===== config.mk =====
export PLATFORM = sky130hd
export DESIGN_NAME = txq_read_seq_flat
export DESIGN_NICKNAME = d
export VERILOG_FILES = /design/src/hdl/txq_pkg.sv /design/src/hdl/txq_rd_if.sv /design/src/hdl/txq_read_seq.sv /design/src/flat_wrapper.sv
export SDC_FILE = /design/constraint.sdc
export NUM_CORES = 1
export LEC_CHECK = 0
export BUFFER_PORTS_ARGS = -buffer_cell sky130_fd_sc_hd__clkbuf_2
export CORE_AREA = 2 2 56 58
export DETAILED_ROUTE_END_ITERATION = 7
export DIE_AREA = 0 0 58 60
export HOLD_SLACK_MARGIN = 0.05
export PLACE_DENSITY = 0.56
export RECOVER_POWER = 25
export SLEW_MARGIN = 5
export SYNTH_ARGS = -nofsm -noshare
export SYNTH_HDL_FRONTEND = slang
export SYNTH_SLANG_ARGS = --single-unit

===== constraint.sdc =====
create_clock -name i_clk -period 3 [get_ports i_clk]
set_input_delay 0.3 -clock i_clk [delete_from_list [all_inputs] [get_ports i_clk]]
set_output_delay 0.3 -clock i_clk [all_outputs]
set_load 0.005 [all_outputs]

===== src/hdl/txq_pkg.sv =====
`default_nettype none

package txq_pkg;

    // ----------------------------------------------------------------------
    // Geometry
    // ----------------------------------------------------------------------
    localparam int ANT_NUM     = 8;
    localparam int LANE_NUM    = 4;
    localparam int GRP_NUM     = 2;
    localparam int SAMPLE_W    = 32;
    localparam int RE_PER_PRB  = 12;
    localparam int PRB_PER_PKT = 4;
    localparam int SLOT_NUM    = 2;

    // ----------------------------------------------------------------------
    // Types
    // ----------------------------------------------------------------------
    // One lane group, lane 0 in the low word
    typedef logic [LANE_NUM-1:0][SAMPLE_W-1:0] lane_data_t;

    // Symbol metadata kept with every sample
    typedef struct packed {
        logic       cell_idx;
        logic [6:0] slot_idx;
        logic [3:0] symb_idx;
    } meta_t;

    typedef enum logic [1:0] {
        SEQ_IDLE,
        SEQ_GRP0,
        SEQ_GRP1
    } seq_state_t;

endpackage

`default_nettype wire


===== src/hdl/txq_rd_if.sv =====
`default_nettype none

interface txq_rd_if #(
    parameter int BLOCK_LEN = 1584
);
    localparam int AW = $clog2(BLOCK_LEN);

    // Read request from the sequencer
    logic                rd_en;
    logic                rd_grp;
    logic                rd_slot;
    logic [AW-1:0]       rd_addr;

    // Read data, one entry per antenna group
    txq_pkg::lane_data_t rd_data [txq_pkg::GRP_NUM];
    txq_pkg::meta_t      rd_meta [txq_pkg::GRP_NUM];
    logic                rd_vld  [txq_pkg::GRP_NUM];

    modport seq (output rd_en, rd_grp, rd_slot, rd_addr);
    modport ram (input rd_en, rd_grp, rd_slot, rd_addr, output rd_data, rd_meta, rd_vld);
    modport out (input rd_grp, rd_data, rd_meta, rd_vld);

endinterface

`default_nettype wire


===== src/hdl/txq_read_seq.sv =====
`default_nettype none

module txq_read_seq #(
    parameter int BLOCK_LEN = 1584
) (
    input  logic  i_clk,
    input  logic  i_reset,
    input  logic  i_blk_start,
    input  logic  i_blk_done,
    output logic  o_tready,
    txq_rd_if.seq rd
);
    localparam int            AW        = $clog2(BLOCK_LEN);
    localparam logic [AW-1:0] LAST_ADDR = AW'(BLOCK_LEN - 1);
    localparam logic [1:0]    SLOTS     = 2'(txq_pkg::SLOT_NUM);

    txq_pkg::seq_state_t state;
    logic [1:0]          held_cnt;
    logic [1:0]          ready_cnt;
    logic [AW-1:0]       raddr;
    logic                rslot;
    logic                addr_last;
    logic                release_blk;

    assign addr_last   = (raddr == LAST_ADDR);
    assign release_blk = (state == txq_pkg::SEQ_GRP1) && addr_last;

    // ----------------------------------------------------------------------
    // Block accounting
    // ----------------------------------------------------------------------
    // Held from first write until the last group-1 read
    always_ff @(posedge i_clk) begin
        if (i_reset) begin
            held_cnt <= '0;
        end else if (i_blk_start && !release_blk) begin
            held_cnt <= held_cnt + 1'b1;
        end else if (!i_blk_start && release_blk) begin
            held_cnt <= held_cnt - 1'b1;
        end
    end

    // Fully written and waiting for replay
    always_ff @(posedge i_clk) begin
        if (i_reset) begin
            ready_cnt <= '0;
        end else if (i_blk_done && !release_blk) begin
            ready_cnt <= ready_cnt + 1'b1;
        end else if (!i_blk_done && release_blk) begin
            ready_cnt <= ready_cnt - 1'b1;
        end
    end

    assign o_tready = (held_cnt < SLOTS);

    // ----------------------------------------------------------------------
    // Replay FSM
    // ----------------------------------------------------------------------
    always_ff @(posedge i_clk) begin
        if (i_reset) begin
            state <= txq_pkg::SEQ_IDLE;
            raddr <= '0;
            rslot <= 1'b0;
        end else begin
            case (state)
                txq_pkg::SEQ_IDLE: begin
                    if (ready_cnt != '0) state <= txq_pkg::SEQ_GRP0;
                end
                txq_pkg::SEQ_GRP0: begin
                    if (addr_last) state <= txq_pkg::SEQ_GRP1;
                end
                txq_pkg::SEQ_GRP1: begin
                    if (addr_last) begin
                        rslot <= ~rslot;
                        // Next block already waiting, no idle cycle
                        state <= (ready_cnt > 2'd1) ? txq_pkg::SEQ_GRP0 : txq_pkg::SEQ_IDLE;
                    end
                end
                default: state <= txq_pkg::SEQ_IDLE;
            endcase
            if (state != txq_pkg::SEQ_IDLE) begin
                raddr <= addr_last ? '0 : raddr + 1'b1;
            end
        end
    end

    assign rd.rd_en   = (state != txq_pkg::SEQ_IDLE);
    assign rd.rd_grp  = (state == txq_pkg::SEQ_GRP1);
    assign rd.rd_slot = rslot;
    assign rd.rd_addr = raddr;

    // Upstream must not start a block once both slots are taken
    held_limit_a: assert property (@(posedge i_clk) disable iff (i_reset)
        (held_cnt == SLOTS) |=> (held_cnt <= SLOTS));

endmodule

`default_nettype wire


===== src/flat_wrapper.sv =====
// flat-port wrapper written by rule: the top's interface ports become plain ports
module txq_read_seq_flat 
#(
    parameter int BLOCK_LEN = 1584
)
  (i_clk, i_reset, i_blk_start, i_blk_done, o_tready, rd_rd_en, rd_rd_grp, rd_rd_slot, rd_rd_addr);
  txq_rd_if #(.BLOCK_LEN(BLOCK_LEN)) rd_i ();
  input  logic i_clk;
  input  logic i_reset;
  input  logic i_blk_start;
  input  logic i_blk_done;
  output logic o_tready;
  output wire logic [$bits(rd_i.rd_en)-1:0] rd_rd_en;
  output wire logic [$bits(rd_i.rd_grp)-1:0] rd_rd_grp;
  output wire logic [$bits(rd_i.rd_slot)-1:0] rd_rd_slot;
  output wire logic [$bits(rd_i.rd_addr)-1:0] rd_rd_addr;
  assign rd_rd_en = rd_i.rd_en;
  assign rd_rd_grp = rd_i.rd_grp;
  assign rd_rd_slot = rd_i.rd_slot;
  assign rd_rd_addr = rd_i.rd_addr;
  txq_read_seq #(.BLOCK_LEN(BLOCK_LEN)) u_core (.i_clk(i_clk), .i_reset(i_reset), .i_blk_start(i_blk_start), .i_blk_done(i_blk_done), .o_tready(o_tready), .rd(rd_i));
endmodule

# After elaboration in Yosys (flattened, before gate mapping)
# Index checks and enable logic that the tools add are counted.
# W data, S select, Z words.
[classes]
add_sub_neg = 5
muxes = 10
bitwise = 1
reduce_logical = 15
n_eq_ne = 6
order_cmp = 2
[ops]
columns = ["cell", "n"]
rows = [
  ["$mux W2", 7],
  ["$add A11 B1 Y11 const B", 1],
  ["$eq A11 B11 Y1 const B", 1],
  ["$mux W11", 1],
  ["$reduce_bool A2 Y1", 4],
  ["$ne A2 B1 Y1 const B", 3],
  ["$pmux W2 S3", 1],
  ["$logic_and A1 B1 Y1", 5],
  ["$add A2 B1 Y2 const B", 2],
  ["$sub A2 B1 Y2 const B", 2],
  ["$logic_not A1 Y1", 3],
  ["$reduce_and A3 Y1", 1],
  ["$eq A2 B1 Y1 const B", 1],
  ["$eq A2 B2 Y1 const B", 1],
  ["$gt A2 B1 Y1 const B", 1],
  ["$logic_not A2 Y1", 1],
  ["$lt A2 B2 Y1 const B", 1],
  ["$reduce_and A2 Y1", 1],
  ["$mux W1", 1],
  ["$not A1 Y1", 1],
]
[totals]
word_cells = 44
out_inout_bits = 15
register_bits = 18
in_bits = 4

# Logic depth before layout (Yosys ltp)
# Gate-level depths: netlist of run 1.
[logic_depth]
word_depth = 5
mapped_depth = 8
depth_no_buf = 8

# Least setup slack after synthesis of run 1
# Ideal clock, no wire load.
[synth_timing]
path_type = "register to register"
from = "register u_core.raddr[0] (netlist: u_core.rd.rd_addr[0])"
to = "register u_core.held_cnt[1]"
path_stages_with_launch = 8
arrival_time_ps = 1911
slack_ps = 1019
path_buffers = 0
setup_time_ps = 71
period_less_slack_ps = 1981
required_ps = 2929
cell_sequence = "dfxtp_1 ha_1 and2_1 and4_4 inv_1 ha_1 or3_1 a21oi_1"
[synth_via]
elab_chain_len = 5
elab_cells_between_ends = 7
classes_between = "eq/ne (1); mux (1); reduce/logical (5)"
[synth_lines]
columns = ["item", "line_no", "rtl"]
rows = [
  ["start, declared", "txq_read_seq.sv:20", "logic [AW-1:0] raddr;"],
  ["start signal, assigned", "txq_read_seq.sv:81", "raddr <= addr_last ? '0 : raddr + 1'b1;"],
  ["$eq A11 B11 Y1 *", "txq_read_seq.sv:25", "assign addr_last = (raddr == LAST_ADDR);"],
  ["$logic_and A1 B1 Y1 *", "txq_read_seq.sv:26", "assign release_blk = (state == txq_pkg::SEQ_GRP1) && addr_last;"],
  ["$logic_not A1 Y1", "txq_read_seq.sv:35", "end else if (i_blk_start && !release_blk) begin"],
  ["$logic_and A1 B1 Y1", "txq_read_seq.sv:35", ""],
  ["$mux W2 / $reduce_bool A2 Y1 (equally long branches)", "n/a", ""],
  ["end signal, assigned", "txq_read_seq.sv:36", "held_cnt <= held_cnt + 1'b1;"],
  ["end signal, assigned", "txq_read_seq.sv:38", "held_cnt <= held_cnt - 1'b1;"],
  ["end, declared", "txq_read_seq.sv:18", "logic [1:0] held_cnt;"],
]
# Mark *: on every way between the ends. The rest lies on a longest branch, timed or not.
# A chain may end at the register's enable or synchronous reset.

# Worst setup path in the final report of run 1
# Same ends and word-level chain as after synthesis.

==> flow_summary.yaml, run 1 <==
setup_path:
  slowest_delay_ns: 0.45
  cp_cell_sequence: "ha_1 > and2_1 > and4_4 > inv_1 > ha_1 > or3_1 > a21oi_1"
  cp.arrival_ns: 2.41
  crit_top_cell: "ha_1"
  startpoint: "u_core.rd.rd_addr[0]$_SDFFE_PP0N_"
  slowest_stage: "dfxtp_1"
  critPathTopFamily: "simple AND/OR/NAND/NOR gates"
  cp-end-kind: "flop"
  start_kind: "flop"
  path_max_fanout: 5
  timing.critical_path.buf_inv: 1
  critPathKind: "flop to flop"
  reg2reg_from: "u_core.rd.rd_addr[0]$_SDFFE_PP0N_"
  cp.required_ns: 3.22
timing:
  fin_crit_ns: 2.19
  hold_violations: 0
  fin_skew_ns: 0.000467
  rsz0062_at_grt: "no"
  worst_slew_margin_rel: 0.737
  hold_ws_ns: 0.349
  fmax_ghz: 0.457
  report.final.slew_viol_count: 0
  tns_ns: 0
  min_period_over_period: 0.730
  finalSetupViolations: 0
  worst_slew_pin_slew_ns: 0.394
drt:
  route.detailed.drc: 0
  vias_per_cell: 5.33
  routed_wl_microns: 1960
  drt-pass1-iter-count: 2
  drt_iter0_drc: 26
  vias: 800
  ant_nets: 0
  wl_per_cell_microns: 13.1
layout:
  fin_cells: 150
  fin_nets: 128
  finalInstanceArea_sq_um: 1080
  synthToLayoutAreaGrowth_pct: 12.1
  drive_above_1_share: 0.239
  antenna-diode-count: 0
global_route:
  use_met1: 0.149
  grtUsageTotal: 0.131
  grt_pass1_vias: 791
  grt_pass1_wl_microns: 3470
  use_met2: 0.237
  met3_usage: 0.0519
  grt_antenna_before_repair: 0
  globalRouteOverflowTotal: 0
  grt_max_degree: 12
  top_usage_layer: "met2"
die:
  start_util: 0.332
  fp.dieArea_sq_um: 3480
  fp-row-count: 20
  io_pins: 19
  die_h_microns: 60
  fp.coreArea_sq_um: 2900
  fp.dieW_microns: 58
clock_tree:
  post_cts_buffers: 0
  clk_latency_ns: 0.28
  cts-root-buf: "clkbuf_4"
  htreeDepth: 1
  post_cts_resized: 0
  cts.clk_slew.worst_paths_ns: 0.09
  hold_buffers: 0
  numCtsBuffers: 3
  cts_tree: "done"
  numClockSinks: 18
  cts_buffer_depth: 2
placed_design:
  placed_cell_area_sq_um: 1060
  dp.cells: 147
  place.detailed.hpwl_microns: 1500
  place.gp.congestion: 0.718
  port_buffers: 18
run:
  cap_violations: 0
power:
  peakVddDrop_v: 0.000233
  p_comb_frac: 0.132
  pwr-share-clk: 0.261
  p_int_w: 0.000327
  seqPwrFrac: 0.607
  p_leak_nw: 0.427
  p_per_area_nw_per_um2: 408
  swShare: 0.259
  p_switching_w: 0.000114
  power.total_w: 0.000441
synthesis:
  postSynthAreaPerCell_sq_um: 9.55
  syn_nets: 110
  synth_flop_cell: "dfxtp_1"
  synth.distinct_cells: 33
  yosys_warnings: 0
  syn_area_sq_um: 965
  synth_edf_count: 0
  async_flop_share: 0
  yosysSeqAreaShare: 0.374
  synthCells: 101
  synth-seq-cells: 18
worst_hold_path:
  min-delay-start: "i_reset"
  hp-class: "input port to flop"
outcome:
  outcome: "complete, no violations"
## cell families after synthesis
| kind of cell | synth area share |
|---|---|
| buffers and inverters | 0.0623 |
| and+or+nand+nor | 0.219 |
| adders and majority gates | 0.0649 |
| xor gates and xnor gates | 0.0726 |
| DFF | 0.374 |
| muxes | 0.0324 |
| AOI/OAI and AO/OA | 0.175 |
## power groups by stage
stage          Sequential (W)  Clock (W)  Combinational [W]
2_1_floorplan        0.000267          0          0.0000518
3_3_place_gp         0.000273          0          0.0000565
3_5_place_dp         0.000274          0          0.0000597
4_1_cts              0.000268   0.000121          0.0000603
5_1_grt              0.000271   0.000131          0.0000672
6_report             0.000268   0.000115          0.0000583
## cells in the final DEF, fill, tap and decap left out, drive strengths merged
cell type and count:
dfxtp 18, a21oi 8, o211ai 1, or4 3, or3 4, xor2 6, xnor2 2, nor3 1
nor2b 4, and4bb 2, inv 6, nand4 3, nand2 2, nand3 1, a311o 1, o31ai 3
nor2 10, or2 1, and4 1, a41o 1, mux2i 2, ha 5, clkbuf 21, o21ai 5
mux2 1, and2 1, o2111ai 3, a32o 1
## final cells by class
type / instances / area, sq um
timing repair buffer: 18 / 90.1
fill: 315 / 1820
tap: 33 / 41.3
multi-input combinational: 72 / 544
clock buffer: 3 / 22.5
sequential: 18 / 360
inverter: 6 / 22.5
## worst register-to-register path: cells and delay by family (launching register included)
family                   cells  cell delay [ns]
AO/OA/AOI/OAI                1             0.15
flip-flops                   1             0.45
adder cells (fa/ha/maj)      2             0.58
AND/OR/NAND/NOR              3             0.88
buffers and inverters        1             0.06
## synthesized netlist by cell type (all sizes together) (3+ instances only)
cell type | n | area share
dfxtp | 18 | 0.37
nor2 | 10 | 0.039
a21oi | 8 | 0.042
inv | 6 | 0.023
xor2 | 6 | 0.054
ha | 5 | 0.065
o21ai | 5 | 0.026
nor2b | 4 | 0.026
or3 | 4 | 0.027
buf | 3 | 0.031
nand4 | 3 | 0.035
o2111ai | 3 | 0.045
o31ai | 3 | 0.023
or4 | 3 | 0.023
## through the flow
stage / worst slack (ns) / utilization
after floorplan: 1.02 / -
after global placement: 0.955 / 0.365
after detailed placement: 0.853 / 0.365
after CTS: 0.820 / 0.372
after global routing: 0.689 / 0.372
final: 0.811 / 0.372
## flip-flops by register name, summed over array words and instances, names as in the netlist
name and count:
u_core.rd.rd_slot 1, u_core.state 2, u_core.ready_cnt 2, u_core.held_cnt 2, u_core.rd.rd_addr 11
## layer usage
metal	vias up	wire [microns]
met5	-	0
met4	0	10
met3	2	115
met2	17	950
met1	381	884
li1	400	-
## worst paths after layout
kind                                            end  slack, ns  depth (start not counted)
hold / removal    u_core.rd.rd_addr[2]$_SDFFE_PP0N_       0.35                          2
setup / recovery    u_core.held_cnt[1]$_SDFFE_PP0P_       0.81                          7
setup reg to reg    u_core.held_cnt[1]$_SDFFE_PP0P_       0.81                          7
hold reg to reg   u_core.rd.rd_addr[8]$_SDFFE_PP0N_       0.52                          2
Power figures use the tool's default switching activity.
==> run 2, diff against run 1 <==
==> constraint.sdc (replaced) <==
create_clock -name i_clk -period 2.3 [get_ports i_clk]
set_input_delay 0.23 -clock i_clk [delete_from_list [all_inputs] [get_ports i_clk]]
set_output_delay 0.23 -clock i_clk [all_outputs]
set_load 0.005 [all_outputs]
==> run 2 against run 1 <==
Net effect: clock power is 34% higher; sequential power is 26% higher; die area stayed put; first-iteration DRC count is 7.7% lower; sequential share of layout area is 0.86 points lower; register-to-register slack worse by 0.65 ns; design area is 2.7% higher; critical path type unchanged; largest power group unchanged; highest routed layer unchanged.
==> flow_summary.yaml, run 2 (synthesis gave the netlist of run 1 again) <==
layout:
  layout_common_cells: "18 x dfxtp_1, 14 x clkbuf_2, 10 x nor2_1, 8 x a21oi_1"
  drive_above_1_share: 0.230
  finalInstanceArea_sq_um: 1110
  layout_commonest_cell: "dfxtp_1"
  antenna-diode-count: 0
  synthToLayoutAreaGrowth_pct: 15.0
  largest_reg_flops: 11
  final_util: 0.382
  fin_nets: 133
setup_path:
  cp-end-kind: "flop"
  start_kind: "flop"
  slowest_stage: "dfxtp_1"
  crit_top_cell: "ha_1"
  r2r_cells: 7
  critPathTopFamily: "simple AND/OR/NAND/NOR gates"
  critPathKind: "flop to flop"
  path_max_fanout: 5
  cp.required_ns: 2.52
  cp.depth: 7
  timing.critical_path.buf_inv: 1
  cp_cell_sequence: "ha_1 > and2_1 > and4_4 > inv_1 > ha_1 > or3_1 > a21oi_1"
  slowest_delay_ns: 0.43
  reg2reg_from: "u_core.rd.rd_addr[1]$_SDFFE_PP0N_"
  rrSetupSlack_ns: 0.16
  cp.arrival_ns: 2.37
  rr_endpoint: "u_core.held_cnt[1]$_SDFFE_PP0P_"
clock_tree:
  post_cts_buffers: 0
  numClockSinks: 18
  cts.clk_slew.worst_paths_ns: 0.09
  clk_latency_ns: 0.29
  cts_buffer_depth: 2
  cts-root-buf: "clkbuf_4"
  cts_tree: "done"
  post_cts_resized: 0
  numCtsBuffers: 3
  htreeDepth: 1
  hold_buffers: 0
global_route:
  top_usage_layer: "met2"
  grt_pass1_wl_microns: 3350
  grt_antenna_before_repair: 0
  grt_max_degree: 12
  use_met2: 0.211
  grtUsageTotal: 0.126
  met3_usage: 0.0519
  grt_pass1_vias: 781
  globalRouteOverflowTotal: 0
  use_met1: 0.143
timing:
  tns_ns: 0
  fmax_ghz: 0.467
  hold_violations: 0
  worst_slew_pin_slew_ns: 0.367
  min_period_over_period: 0.932
  worst_slew_margin_rel: 0.756
  hold_ws_ns: 0.273
  finalSetupViolations: 0
  fin_crit_ns: 2.14
  rsz0062_at_grt: "no"
  fin_skew_ns: 0.00358
  report.final.slew_viol_count: 0
drt:
  vias: 819
  vias_per_cell: 5.28
  wl_per_cell_microns: 12.6
  route.detailed.drc: 0
  drt-pass1-iter-count: 4
  ant_nets: 0
  routed_wl_microns: 1960
  drt_iter0_drc: 24
placed_design:
  place.gp.congestion: 0.721
  placed_cell_area_sq_um: 1100
  port_buffers: 18
  place.detailed.hpwl_microns: 1470
worst_hold_path:
  min-delay-start: "i_reset"
  holdPathStages: 2
  holdPathEnd: "u_core.held_cnt[1]$_SDFFE_PP0P_"
  hp-class: "input port to flop"
die:
  start_util: 0.332
  io_pins: 19
  fp.dieArea_sq_um: 3480
  fp-row-count: 20
  fp.coreArea_sq_um: 2900
  fp.dieW_microns: 58
  die_h_microns: 60
power:
  p_leak_nw: 0.436
  p_per_area_nw_per_um2: 526
  peakVddDrop_v: 0.000301
  power.total_w: 0.000584
outcome:
  outcome: "complete, no violations"
run:
  cap_violations: 0
[run 2: cell count changes in the layout (fill, tap and decap cells not counted)]
cell      delta
clkbuf_2     -4
buf_4        +4
clkbuf_1     +5
[run 2: area by class of cell]
class,instances,area (sq um)
clock buffer,3,22.5
inverter,6,22.5
tap,33,41.3
multi-input combinational,72,544
fill,307,1790
sequential,18,360
timing repair buffer,23,119
[run 2: stage by stage]
step,setup WS [ns],std cells
after floorplan,0.319,101
after global placement,0.269,152
after detailed placement,0.184,152
after CTS,0.150,155
after global routing,0.0362,155
final,0.157,155
[run 2: routing by layer]
metal | share of wire | up-vias
li1 | - | 409
met1 | 0.45 | 387
met2 | 0.47 | 21
met3 | 0.070 | 2
met4 | 0.0097 | 0
met5 | 0 | -
[run 2: how the worst max path moves through the flow]
stage / to / start / slack, ns
final: u_core.held_cnt[1]$_SDFFE_PP0P_ / u_core.rd.rd_addr[1]$_SDFFE_PP0N_ / 0.16
after global routing: u_core.held_cnt[1]$_SDFFE_PP0P_ / u_core.rd.rd_addr[1]$_SDFFE_PP0N_ / 0.04
after CTS: u_core.held_cnt[1]$_SDFFE_PP0P_ / u_core.rd.rd_addr[1]$_SDFFE_PP0N_ / 0.15
after detailed placement: u_core.held_cnt[1]$_SDFFE_PP0P_ / u_core.rd.rd_addr[1]$_SDFFE_PP0N_ / 0.18
after global placement: u_core.held_cnt[1]$_SDFFE_PP0P_ / u_core.rd.rd_addr[1]$_SDFFE_PP0N_ / 0.27
after floorplan: u_core.held_cnt[1]$_SDFFE_PP0P_ / u_core.rd.rd_addr[0]$_SDFFE_PP0N_ / 0.32
[run 2: worst reg2reg max path, delay by kind of cell (launching register included)]
family | cells | cell delay [ns]
and+or+nand+nor | 3 | 0.88
buffers and inverters | 1 | 0.06
adders and majority gates | 2 | 0.57
DFF | 1 | 0.43
AOI/OAI and AO/OA | 1 | 0.14
[run 2: power by group]
group          total (W)  switching (W)  internal (W)
clock           0.000154      0.0000934     0.0000609
sequential      0.000338      0.0000112      0.000327
combinational  0.0000916      0.0000488     0.0000428
total           0.000584       0.000153      0.000431
