[src/hdl/txq_pkg.sv]
`default_nettype none

package txq_pkg;

    // ----------------------------------------------------------------------
    // Geometry
    // ----------------------------------------------------------------------
    localparam int ANT_NUM     = 8;
    localparam int LANE_NUM    = 4;
    localparam int GRP_NUM     = 2;
    localparam int SAMPLE_W    = 32;
    localparam int RE_PER_PRB  = 12;
    localparam int PRB_PER_PKT = 4;
    localparam int SLOT_NUM    = 2;

    // ----------------------------------------------------------------------
    // Types
    // ----------------------------------------------------------------------
    // One lane group, lane 0 in the low word
    typedef logic [LANE_NUM-1:0][SAMPLE_W-1:0] lane_data_t;

    // Symbol metadata kept with every sample
    typedef struct packed {
        logic       cell_idx;
        logic [6:0] slot_idx;
        logic [3:0] symb_idx;
    } meta_t;

    typedef enum logic [1:0] {
        SEQ_IDLE,
        SEQ_GRP0,
        SEQ_GRP1
    } seq_state_t;

endpackage

`default_nettype wire

[src/hdl/txq_re_framer.sv]
`default_nettype none

module txq_re_framer #(
    parameter int BLOCK_LEN = 1584
) (
    input  logic       i_clk,
    input  logic       i_reset,
    input  logic       i_vld,
    output logic       o_sop,
    output logic       o_eop,
    output logic [8:0] o_prb_idx
);
    localparam int         PRB_NUM  = BLOCK_LEN / txq_pkg::RE_PER_PRB;
    localparam logic [3:0] RE_LAST  = 4'(txq_pkg::RE_PER_PRB - 1);
    localparam logic [1:0] RB_LAST  = 2'(txq_pkg::PRB_PER_PKT - 1);
    localparam logic [8:0] PRB_LAST = 9'(PRB_NUM - 1);

    logic [3:0] re_cnt;
    logic [1:0] rb_cnt;

    // Element within the resource block
    always_ff @(posedge i_clk) begin
        if (i_reset) begin
            re_cnt <= '0;
        end else if (i_vld) begin
            re_cnt <= (re_cnt == RE_LAST) ? '0 : re_cnt + 1'b1;
        end
    end

    // Resource block within the packet, and PRB within the group block
    always_ff @(posedge i_clk) begin
        if (i_reset) begin
            rb_cnt    <= '0;
            o_prb_idx <= '0;
        end else if (o_eop) begin
            rb_cnt    <= (rb_cnt == RB_LAST) ? '0 : rb_cnt + 1'b1;
            o_prb_idx <= (o_prb_idx == PRB_LAST) ? '0 : o_prb_idx + 1'b1;
        end
    end

    assign o_eop = i_vld && (re_cnt == RE_LAST);
    assign o_sop = i_vld && (re_cnt == '0) && (rb_cnt == '0);

    // A packet start falls on a PRB index that opens a packet
    sop_prb_a: assert property (@(posedge i_clk) disable iff (i_reset)
        o_sop |-> ((o_prb_idx % txq_pkg::PRB_PER_PKT) == 0));

endmodule

`default_nettype wire

[config.mk]
export PLATFORM = sky130hd
export DESIGN_NAME = txq_re_framer
export DESIGN_NICKNAME = d
export VERILOG_FILES = /design/src/hdl/txq_pkg.sv /design/src/hdl/txq_re_framer.sv
export SDC_FILE = /design/constraint.sdc
export NUM_CORES = 1
export LEC_CHECK = 0
export BUFFER_PORTS_ARGS = -buffer_cell sky130_fd_sc_hd__buf_2
export CAP_MARGIN = 20
export CORE_MARGIN = 3
export CORE_UTILIZATION = 43
export DETAILED_ROUTE_END_ITERATION = 12
export PLACE_DENSITY_LB_ADDON = 0.08
export SLEW_MARGIN = 20
export SYNTH_ARGS = -nofsm -noshare
export SYNTH_HDL_FRONTEND = slang
export SYNTH_SLANG_ARGS = --single-unit
[constraint.sdc]
create_clock -name i_clk -period 3.3 [get_ports i_clk]
set_input_delay 0.66 -clock i_clk [delete_from_list [all_inputs] [get_ports i_clk]]
set_output_delay 0.66 -clock i_clk [all_outputs]
set_load 0.1 [all_outputs]
### Word-level counts from Yosys, hierarchy flattened

Cells that the tools add are included.

| word-level totals | value |
|---|---|
| word-level logic and storage cells | 17 |
| output and inout port bits | 11 |
| bits of input ports | 3 |
| bits in registers | 15 |

| cells by class | value |
|---|---|
| mux-type cells | 3 |
| equal/unequal tests | 3 |
| add/sub/neg operators | 3 |
| reduce and logical (&&, ||, !) cells | 5 |

Operators with widths:

| operator | number |
|---|---|
| adder 9 x 1 -> 9 bit, second input constant | 1 |
| equality test 9 x 8 -> 1 bit, second input constant | 1 |
| two-way mux 9 bit | 1 |
| adder 4 x 1 -> 4 bit, second input constant | 1 |
| equality test 4 bit, second input constant | 1 |
| zero test 4 bit | 1 |
| two-way mux 4 bit | 1 |
| logical AND 1 bit | 3 |
| adder 2 x 1 -> 2 bit, second input constant | 1 |
| equality test 2 bit, second input constant | 1 |
| zero test 2 bit | 1 |
| two-way mux 2 bit | 1 |

### Depth between registers and ports, before layout

Gate-level depths: netlist of run 1.

| depth | value |
|---|---|
| depth after elaboration | 3 |
| depth in mapped cells | 6 |
| gate-level depth less buffers | 5 |

### Least setup slack after synthesis of run 1

OpenSTA, ideal clock, no wires.

| timing path | value |
|---|---|
| path type | in2out |
| start point | in i_vld |
| end point | out o_sop |
| buffers on the path | 1 |
| stages on the path | 3 |
| setup slack | 0.520 ns |
| arrival time | 2.120 ns |
| required time | 2.640 ns |
| cells stage by stage | buf_6 > nand4b_1 > nor2_1 |

| on the way | value |
|---|---|
| word-level cells in the longest chain between the ends | 2 |

RTL lines:

| item | line | text |
|---|---|---|
| from (decl) | txq_re_framer.sv:8 | `input logic i_vld,` |
| logical AND 1 bit (2 in series) | txq_re_framer.sv:42 | `assign o_sop = i_vld && (re_cnt == '0) && (rb_cnt == '0);` |
| to (decl) | txq_re_framer.sv:9 | `output logic o_sop,` |

Every way passes these cells.

### Worst setup path after layout of run 1

| timing path | value |
|---|---|
| start point | reg re_cnt[0] |
| end point | out o_eop |

| on the way | value |
|---|---|
| word-level cells in the longest chain between the ends | 2 |

RTL lines:

| item | line | text |
|---|---|---|
| from (decl) | txq_re_framer.sv:18 | `logic [3:0] re_cnt;` |
| from (signal assigned) | txq_re_framer.sv:26 | `re_cnt <= (re_cnt == RE_LAST) ? '0 : re_cnt + 1'b1;` |
| equality test 4 bit | txq_re_framer.sv:41 | `assign o_eop = i_vld && (re_cnt == RE_LAST);` |
| logical AND 1 bit | txq_re_framer.sv:41 |  |
| to (decl) | txq_re_framer.sv:10 | `output logic o_eop,` |

Every way passes these cells.

==> run_results.csv, run 1 <==
group,metric,value,unit
run_status,status,"completed",
timing,fin_worst_skew,0.6992,ps
timing,whs,489.5,ps
worst_setup_path,ff2ff_setup_slack,1470,ps
synthesis,ys_warn_count,0,
timing,rsz0062_at_grt,"false",
clock_network,path_clk_slew,90,ps
routing,drt_first_pass_iters,4,
grt,grt_pass1_vias,557,
die,core_region_area,0.001612,mm2
timing,fmax,379.3,MHz
timing,setup_tns,0,ps
cells_and_area,area_growth,11.53,%
power,power.density,362.6,mW/mm2
synthesis,yosysSeqAreaShare,37.91,%
synthesis,ys_ff_latch,15,
synthesis,syn-num-nets,96,
clock_network,cts_buffer_depth,2,
power,p_leak,0.3564,nW
clock_network,numCtsBuffers,3,
synthesis,synth_cell_type_count,26,
grt,overflow,0,
placement,post-place-cells,121,
synthesis,ys_top_cells_by_count,"dfxtp_1, a21oi_1, inv_1",
worst_setup_path,cp-start-kind,"register",
routing,routed_via_density,5.272,
timing,setup_viol,0,
placement,port_buffers,13,
die,fp.dieArea,0.002393,mm2
worst_setup_path,endpoint_kind,"primary output",
synthesis,post-synth-top-count-cell,"dfxtp_1",
routing,drt-initial-drc-count,10,
synthesis,synth_ff_type,"dfxtp_1",
synthesis,syn_inst,88,
synthesis,synth.largest_area_cell,"dfxtp_1",
clock_network,cts_tree,"done",
worst_setup_path,cpMaxStageDelayCell,"buf_2",
cells_and_area,diodes,0,
cells_and_area,layout-drive-gt1-share,19.80,%
clock_network,post_cts_buffers,0,
die,die_h,48.92,um
die,initial_core_util,49.15,%
die,rows,14,
worst_setup_path,critPathMaxStageDelay,470,ps
placement,dp_hpwl,1042,um
worst_setup_path,critPathRequiredTime,2640,ps
routing,wl_per_cell,11.63,um
timing,finalHoldViolations,0,
cells_and_area,layout.nets,110,
synthesis,syn_area_per_cell,9.000,um2
timing,slew_headroom,67.76,%
die,die_w,48.92,um
synthesis,yosysTopAreaCellShare,37.91,%
clock_network,cts-resized-gates,0,
synthesis,synth_area_leaders,"dfxtp_1, ha_1, a21oi_1",
clock_network,hold_buffers,0,
routing,drc_errors,0,
routing,num_vias,659,
placement,post_dp_cell_area,857.1,um2
worst_setup_path,crit_fanout,21,
synthesis,synth_area,792.0,um2
synthesis,async_reset_ff_share,0,%
clock_network,cts_max_level,1,
hold_path,hold_path_class,"register to register",
cells_and_area,layoutNonFillerInstCount,125,
cells_and_area,n_fill_cell,164,
clock_network,cts.sinks,15,
worst_setup_path,path_class,"register to primary output",
grt,grt_max_degree,22,
worst_setup_path,crit_chain,"ha_1 -> nand4b_4 -> inv_1 -> buf_2",
placement,place.gp.congestion,0.7540,
synthesis,synth_edf_count,0,
clock_network,clockRootBuffer,"clkbuf_4",
grt,antenna_found_initial,0,
routing,wirelength,1454,um
die,top_level_ports,14,
grt,grt_usage,12.60,%
timing,min_period,2636,ps
cells_and_area,fin_area,883.3,um2
timing,slew_violations,0,
job,drv_cap,0,
timing,post-route-period-util,79.89,%
power,vdd_ir_drop_max,0.3031,mV
grt,grt_pass1_wl,2359,um
timing,tightest_slew,487.0,ps
clock_network,clk_latency,280,ps
routing,postRouteAntennaNets,0,
worst_setup_path,critPathArrivalTime,1980,ps
==> cell usage in the layout, fill, tap and decap left out, types with 4 or more instances in the layout <==
cell type,synthesis,layout
dfxtp_1,15,15
buf_2,0,13
a21oi_1,10,10
inv_1,9,9
nand2_1,8,8
ha_1,5,5
or3_1,4,4
or4_1,4,4
o31ai_1,4,4
==> final cells by class <==
cell class                 count  area, um2  area share [%]
sequential                    15      300.3           33.99
multi-input combinational     60      427.9           48.44
clock buffer                   4      26.28           2.975
inverter                       9      33.78           3.824
timing repair buffer          13      65.06           7.365
tap                           24      30.03           3.399
==> registers in the layout, summed over array words and instances (netlist names) <==
name       flops
o_prb_idx      9
re_cnt         4
rb_cnt         2
==> cells by family after synthesis <==
group,synth area share [%]
AO/OA/AOI/OAI,16.75
XOR/XNOR,3.318
adder cells (fa/ha/maj),7.899
buffers and inverters,8.055
flip-flops,37.91
multiplexers,1.264
AND/OR/NAND/NOR,24.80
==> routing by layer <==
| metal | vias up | routed length [um] | part of all wire (%) | track usage, % |
|---|---|---|---|---|
| li1 | 340 | - | - | - |
| met1 | 303 | 756 | 52 | 16.64 |
| met2 | 12 | 613 | 42 | 17.87 |
| met3 | 4 | 67 | 4.6 | 3.976 |
| met4 | 0 | 16 | 1.1 | 7.109 |
| met5 | - | 0 | 0 | 0 |
==> through the flow <==
| stage | worst slack (ps) | power (mW) | utilization, % |
|---|---|---|---|
| floorplan | 519.7 | 0.2158 | - |
| global placement | 787.8 | 0.2199 | 53.18 |
| detailed placement | 755.8 | 0.2200 | 53.18 |
| CTS | 643.8 | 0.3268 | 54.81 |
| global route | 539.4 | 0.3379 | 54.81 |
| finish | 663.8 | 0.3203 | 54.81 |
==> critical path: cells and delay by family (launching register included) <==
family | cells | cell delay (ps)
adder cells (fa/ha/maj) | 1 | 240
buffers and inverters | 2 | 750
flip-flops | 1 | 400
AND/OR/NAND/NOR | 1 | 290
==> report_power, final <==
group / switching, mW / total (mW) / internal, mW
sequential: 0.00284 / 0.186 / 0.184
combinational: 0.0209 / 0.0292 / 0.00835
clock: 0.0579 / 0.105 / 0.0469
==> worst paths after layout <==
check | depth (start not counted) | endpoint | startpoint
max | 4 | o_eop | re_cnt[0]
max reg2reg | 4 | o_prb_idx[3] | o_prb_idx[0]
min reg2reg | 2 | rb_cnt[1] | rb_cnt[1]
min | 2 | rb_cnt[1] | rb_cnt[1]
Note: power is estimated with default switching activity, not from simulation.
==> run 2, diff against run 1 <==
- ABC_AREA: default -> 1
- clock period: 3.3 -> 2.2 ns (I/O delays scaled with it)
==> run 2 against run 1 <==
Setup slack worse by 420 ps. Sequential power is 50% higher. Non-clock buffer count is 1 higher. First-iteration DRC count stayed put. Global-route usage is 2.8 points higher. Critical path depth stayed put. Clock skew is 4.3 ps higher. Die area is 2.8% higher. Flip-flop and latch count stayed put. Largest power group unchanged.
==> run_results.csv, run 2 <==
group,metric,value,unit
clock_network,numCtsBuffers,3,
job,drv_cap,0,
run_status,status,"completed",
cells_and_area,diodes,0,
routing,drt_first_pass_iters,3,
die,die_w,49.59,um
timing,slew_violations,0,
cells_and_area,final_cell_mix,"nand2_1, nor2_1, inv_1, dfxtp_1, buf_2",
cells_and_area,final_common_cell,"nand2_1",
routing,wirelength,1669,um
timing,setup_tns,0,ps
clock_network,cts_max_level,1,
cells_and_area,final_util,52.98,%
cells_and_area,area_growth,14.39,%
routing,routed_via_density,4.722,
die,top_level_ports,14,
clock_network,cts_tree,"done",
power,p_sw,123.0,uW
synthesis,synth_ff_type,"dfxtp_1",
synthesis,ys_top_cells_by_count,"nand2_1, nor2_1, inv_1",
routing,drc_errors,0,
cells_and_area,seq_area,300.3,um2
die,core_region_area,0.001764,mm2
routing,postRouteAntennaNets,0,
timing,setup_viol,0,
timing,post-route-period-util,89.04,%
timing,fmax,510.5,MHz
synthesis,synth_cell_type_count,17,
synthesis,synth.largest_area_cell,"dfxtp_1",
die,die_h,49.59,um
die,fp.dieArea,0.002459,mm2
grt,grt_max_degree,14,
timing,slew_headroom,67.63,%
grt,grt_usage,15.45,%
power,vdd_ir_drop_max,0.2604,mV
cells_and_area,layout.nets,146,
cells_and_area,largestRegisters,"o_prb_idx: 9 flops, re_cnt: 4 flops, rb_cnt: 2 flops",
worst_setup_path,critPathArrivalTime,1520,ps
placement,place.gp.congestion,0.7898,
timing,fin_worst_skew,4.992,ps
synthesis,synth_area_leaders,"dfxtp_1, nand2_1, nor2_1",
synthesis,async_reset_ff_share,0,%
timing,rsz0062_at_grt,"false",
cells_and_area,largest_reg_flops,9,
cells_and_area,layout-drive-gt1-share,15.33,%
power,p_sw_share,25.86,%
clock_network,post_cts_buffers,0,
synthesis,syn_inst,121,
timing,min_period,1959,ps
synthesis,synth_edf_count,0,
placement,port_buffers,13,
synthesis,ys_ff_latch,15,
die,rows,15,
synthesis,synth_area,817.0,um2
synthesis,syn-num-nets,129,
clock_network,hold_buffers,0,
synthesis,yosysSeqAreaShare,36.75,%
synthesis,yosysTopAreaCellShare,36.75,%
power,p_clk_share,33.2,%
hold_path,hold_path_class,"input pin to register",
timing,tightest_slew,488.9,ps
power,pwr-share-comb,8.3,%
power,p_leak,0.4253,nW
cells_and_area,multi_input_area,439.2,um2
placement,dp_hpwl,1303,um
power,power_frac_seq,58.6,%
routing,wl_per_cell,10.30,um
worst_setup_path,critPathRequiredTime,1760,ps
cells_and_area,largest_register,"o_prb_idx",
worst_setup_path,crit_chain,"ha_1 -> nand2_2 -> nor2_4 -> buf_2",
die,initial_core_util,46.31,%
clock_network,path_clk_slew,90,ps
synthesis,ys_warn_count,0,
placement,post_dp_cell_area,907.1,um2
clock_network,clk_latency,290,ps
worst_setup_path,endpoint_kind,"primary output",
grt,antenna_found_initial,0,
worst_setup_path,cpMaxStageDelayCell,"buf_2",
cells_and_area,fin_area,934.6,um2
cells_and_area,n_fill_cell,200,
grt,grt_pass1_vias,675,
clock_network,cts_buffer_depth,2,
clock_network,clockRootBuffer,"clkbuf_4",
clock_network,cts-resized-gates,0,
routing,num_vias,765,
power,power.density,509.1,mW/mm2
clock_network,cts.sinks,15,
worst_setup_path,crit_fanout,4,
power,p_int,352.7,uW
synthesis,syn_area_per_cell,6.752,um2
synthesis,post-synth-top-count-cell,"nand2_1",
worst_setup_path,critPathMaxStageDelay,420,ps
worst_setup_path,path_class,"register to primary output",
grt,overflow,0,
worst_setup_path,cp-start-kind,"register",
grt,grt_pass1_wl,2863,um
routing,drt-initial-drc-count,10,
timing,finalHoldViolations,0,
==> run 2: cell types whose count changed in the layout (fill, tap and decap cells not counted), sizes merged, moves of 2 or more <==
cell and delta:
nand2 +21, nor2 +20, nand3 +9, a21oi -8, inv +8, o31ai -5, or4 -5, o21ai +4
or3 -4, nand4b -2
==> run 2: cell families after synthesis <==
group / Yosys count / share of synthesized area (%)
buf+inv: 19 / 10.11
simple gates: 69 / 36.29
flops: 15 / 36.75
fa+ha+maj: 5 / 7.657
compound gates: 11 / 7.044
xor+xnor: 2 / 2.144
==> run 2: final cells by class <==
class                           count  share of cell area, %
Clock buffer                        3                  2.410
Inverter                           17                  6.827
Clock inverter                      1                 0.5355
Sequential cell                    15                  32.13
Tap cell                           25                  3.347
Timing Repair Buffer               14                  7.764
Multi-Input combinational cell     87                  46.99
==> run 2: worst paths after layout <==
path                  start      endpoint  slack, ps  depth (start not counted)
setup reg to reg  re_cnt[0]  o_prb_idx[2]        680                          5
setup / recovery  re_cnt[0]         o_eop        240                          4
hold / removal      i_reset  o_prb_idx[8]        410                          2
hold reg to reg   rb_cnt[1]     rb_cnt[1]        490                          2
==> run 2: critical path: cells and delay by family, from the launching register on <==
kind	cells	cell delay (ps)
and+or+nand+nor	2	200
buffers and inverters	1	420
adders and majority gates	1	210
DFF	1	400
==> run 2: power groups by stage <==
stage               logic [mW]  clock network (mW)  registers [mW]
finish                  0.0395               0.158           0.279
global route            0.0439               0.176           0.279
CTS                     0.0402               0.164           0.279
detailed placement      0.0402                   0           0.285
global placement        0.0387                   0           0.284
floorplan               0.0302                   0           0.284
==> run 2: layer usage <==
metal | track usage, % | vias up | wire [um]
li1 | - | 416 | -
met1 | 19.37 | 334 | 806
met2 | 22.69 | 13 | 749
met3 | 7.251 | 2 | 97
met4 | 5.991 | 0 | 17
met5 | 0 | - | 0
==> run 2: stage by stage <==
stage | cells | hold slack [ps] | setup slack (ps) | total power [mW]
floorplan | 121 | 450.7 | 14.73 | 0.3140
global placement | 158 | 464.7 | 551.3 | 0.3231
detailed placement | 158 | 474.7 | 533.9 | 0.3251
CTS | 162 | 409.4 | 225.7 | 0.4824
global route | 162 | 403.7 | 144.3 | 0.4995
finish | 162 | 406.1 | 241.2 | 0.4758
==> run 3, diff against run 2 <==
- BUFFER_PORTS_ARGS: -buffer_cell sky130_fd_sc_hd__buf_2 -> default
- DONT_BUFFER_PORTS: default -> 1
- clock period: 2.2 -> 2.3 ns (I/O delays scaled with it)
==> run 3 against run 2 <==
Power decreased by 4.6%. Hold slack got worse by 170 ps. Register-to-register slack improved by 90 ps. Flip-flop and latch count unchanged. Final area increased by 1.6%. Clock-buffer cell count increased by 1. Critical path type unchanged. Highest routed layer unchanged.
==> run_results.csv, run 3 (synthesized netlist as in run 2, its figures left out) <==
group,metric,value,unit
routing,wl_per_cell,10.27,um
run_status,status,"completed",
clock_network,cts_buffer_depth,2,
die,core_region_area,0.001764,mm2
power,vdd_ir_drop_max,0.3599,mV
grt,overflow,0,
timing,fin_worst_skew,2.298,ps
clock_network,clockRootBuffer,"clkbuf_4",
timing,slew_headroom,67.81,%
cells_and_area,n_fill_cell,184,
clock_network,cts_tree,"done",
cells_and_area,largest_register,"o_prb_idx",
timing,rsz0062_at_grt,"false",
worst_setup_path,critPathRequiredTime,1840,ps
cells_and_area,fin_area,949.7,um2
timing,setup_viol,0,
clock_network,cts.sinks,15,
grt,grt_max_degree,15,
cells_and_area,largest_reg_flops,9,
die,top_level_ports,14,
clock_network,cts-resized-gates,0,
cells_and_area,diodes,0,
cells_and_area,area_growth,16.23,%
routing,drt_first_pass_iters,5,
hold_path,min_delay_path_depth,1,
routing,routed_via_density,4.849,
clock_network,post_cts_buffers,0,
timing,tightest_slew,481.5,ps
power,p_leak,0.4081,nW
hold_path,hold_path_class,"input pin to register",
timing,setup_tns,0,ps
clock_network,clk_latency,280,ps
timing,post-route-period-util,81.59,%
cells_and_area,layout.nets,143,
die,fp.dieArea,0.002459,mm2
cells_and_area,final_cell_mix,"nand2_1, nor2_1, inv_1, dfxtp_1, nand3_1",
worst_setup_path,cp-start-kind,"register",
routing,wirelength,1633,um
grt,grt_pass1_wl,2732,um
worst_setup_path,ff2ff_setup_slack,770,ps
clock_network,path_clk_slew,90,ps
worst_setup_path,crit_fanout,14,
cells_and_area,largestRegisters,"o_prb_idx: 9 flops, re_cnt: 4 flops, rb_cnt: 2 flops",
placement,post_dp_cell_area,923.4,um2
clock_network,hold_buffers,0,
timing,min_period,1877,ps
placement,port_buffers,0,
grt,antenna_found_initial,0,
die,die_w,49.59,um
power,total_power,454.0,uW
power,power.density,478.0,mW/mm2
timing,fmax,532.9,MHz
grt,grt_usage,14.33,%
worst_setup_path,critPathArrivalTime,1420,ps
clock_network,cts_max_level,1,
worst_setup_path,endpoint_kind,"primary output",
routing,drt-initial-drc-count,23,
worst_setup_path,path_class,"register to primary output",
routing,drc_errors,0,
placement,dp_hpwl,1263,um
die,initial_core_util,46.31,%
routing,postRouteAntennaNets,0,
worst_setup_path,worst-r2r-cell-count,5,
job,drv_cap,0,
timing,slew_violations,0,
die,die_h,49.59,um
placement,place.gp.congestion,0.7972,
clock_network,numCtsBuffers,3,
cells_and_area,final_common_cell,"nand2_1",
grt,grt_pass1_vias,627,
die,rows,15,
timing,finalHoldViolations,0,
cells_and_area,layout-drive-gt1-share,12.69,%
routing,num_vias,771,
## run 3: cell types whose count changed in the layout (fill, tap and decap cells not counted), sizes merged
cell,change
buf,-3
clkinv,-1
clkbuf,+1
## run 3: worst paths after layout
kind                                start            to
worst max register to register  re_cnt[0]  o_prb_idx[2]
worst max-delay path            re_cnt[0]         o_eop
worst min register to register  rb_cnt[1]     rb_cnt[1]
worst min-delay path              i_reset  o_prb_idx[6]
## run 3: report_power, final
part / leakage (nW) / internal, mW / switching (mW)
Sequential: 0.121 / 0.263 / 0.00324
Clock: 0.0150 / 0.0673 / 0.0844
Combinational: 0.272 / 0.0102 / 0.0258
## run 3: per-layer routing
layer  global-route usage, %  wire length (um)  up-vias
met3                   6.042               125        2
li1                        -                 -      410
met4                   4.147                12        0
met5                       0                 0        -
met1                   19.81               809      340
met2                   20.04               685       19
## run 3: critical path, stage by stage (launching register included)
cell	delay, ps
dfxtp_1	390
ha_1	200
nand2_2	90
nor2_4	90
buf_4	370
## run 3: stage by stage
step	worst slack (ps)	hold WS, ps	util [%]	instances
floorplan	94.73	450.7	-	121
global placement	763.0	466.1	52.34	155
detailed placement	735.2	484.2	52.34	155
CTS	415.3	221.5	53.83	159
global route	345.0	208.5	53.83	159
finish	423.3	231.8	53.83	159
## run 3: area by class of cell
| type | count | area, um2 | area share (%) |
|---|---|---|---|
| Inverter | 17 | 63.81 | 6.719 |
| Clock buffer | 4 | 26.28 | 2.767 |
| Timing Repair Buffer | 11 | 82.58 | 8.696 |
| Tap cell | 25 | 31.28 | 3.294 |
| Multi-Input combinational cell | 87 | 445.4 | 46.90 |
| Sequential cell | 15 | 300.3 | 31.62 |
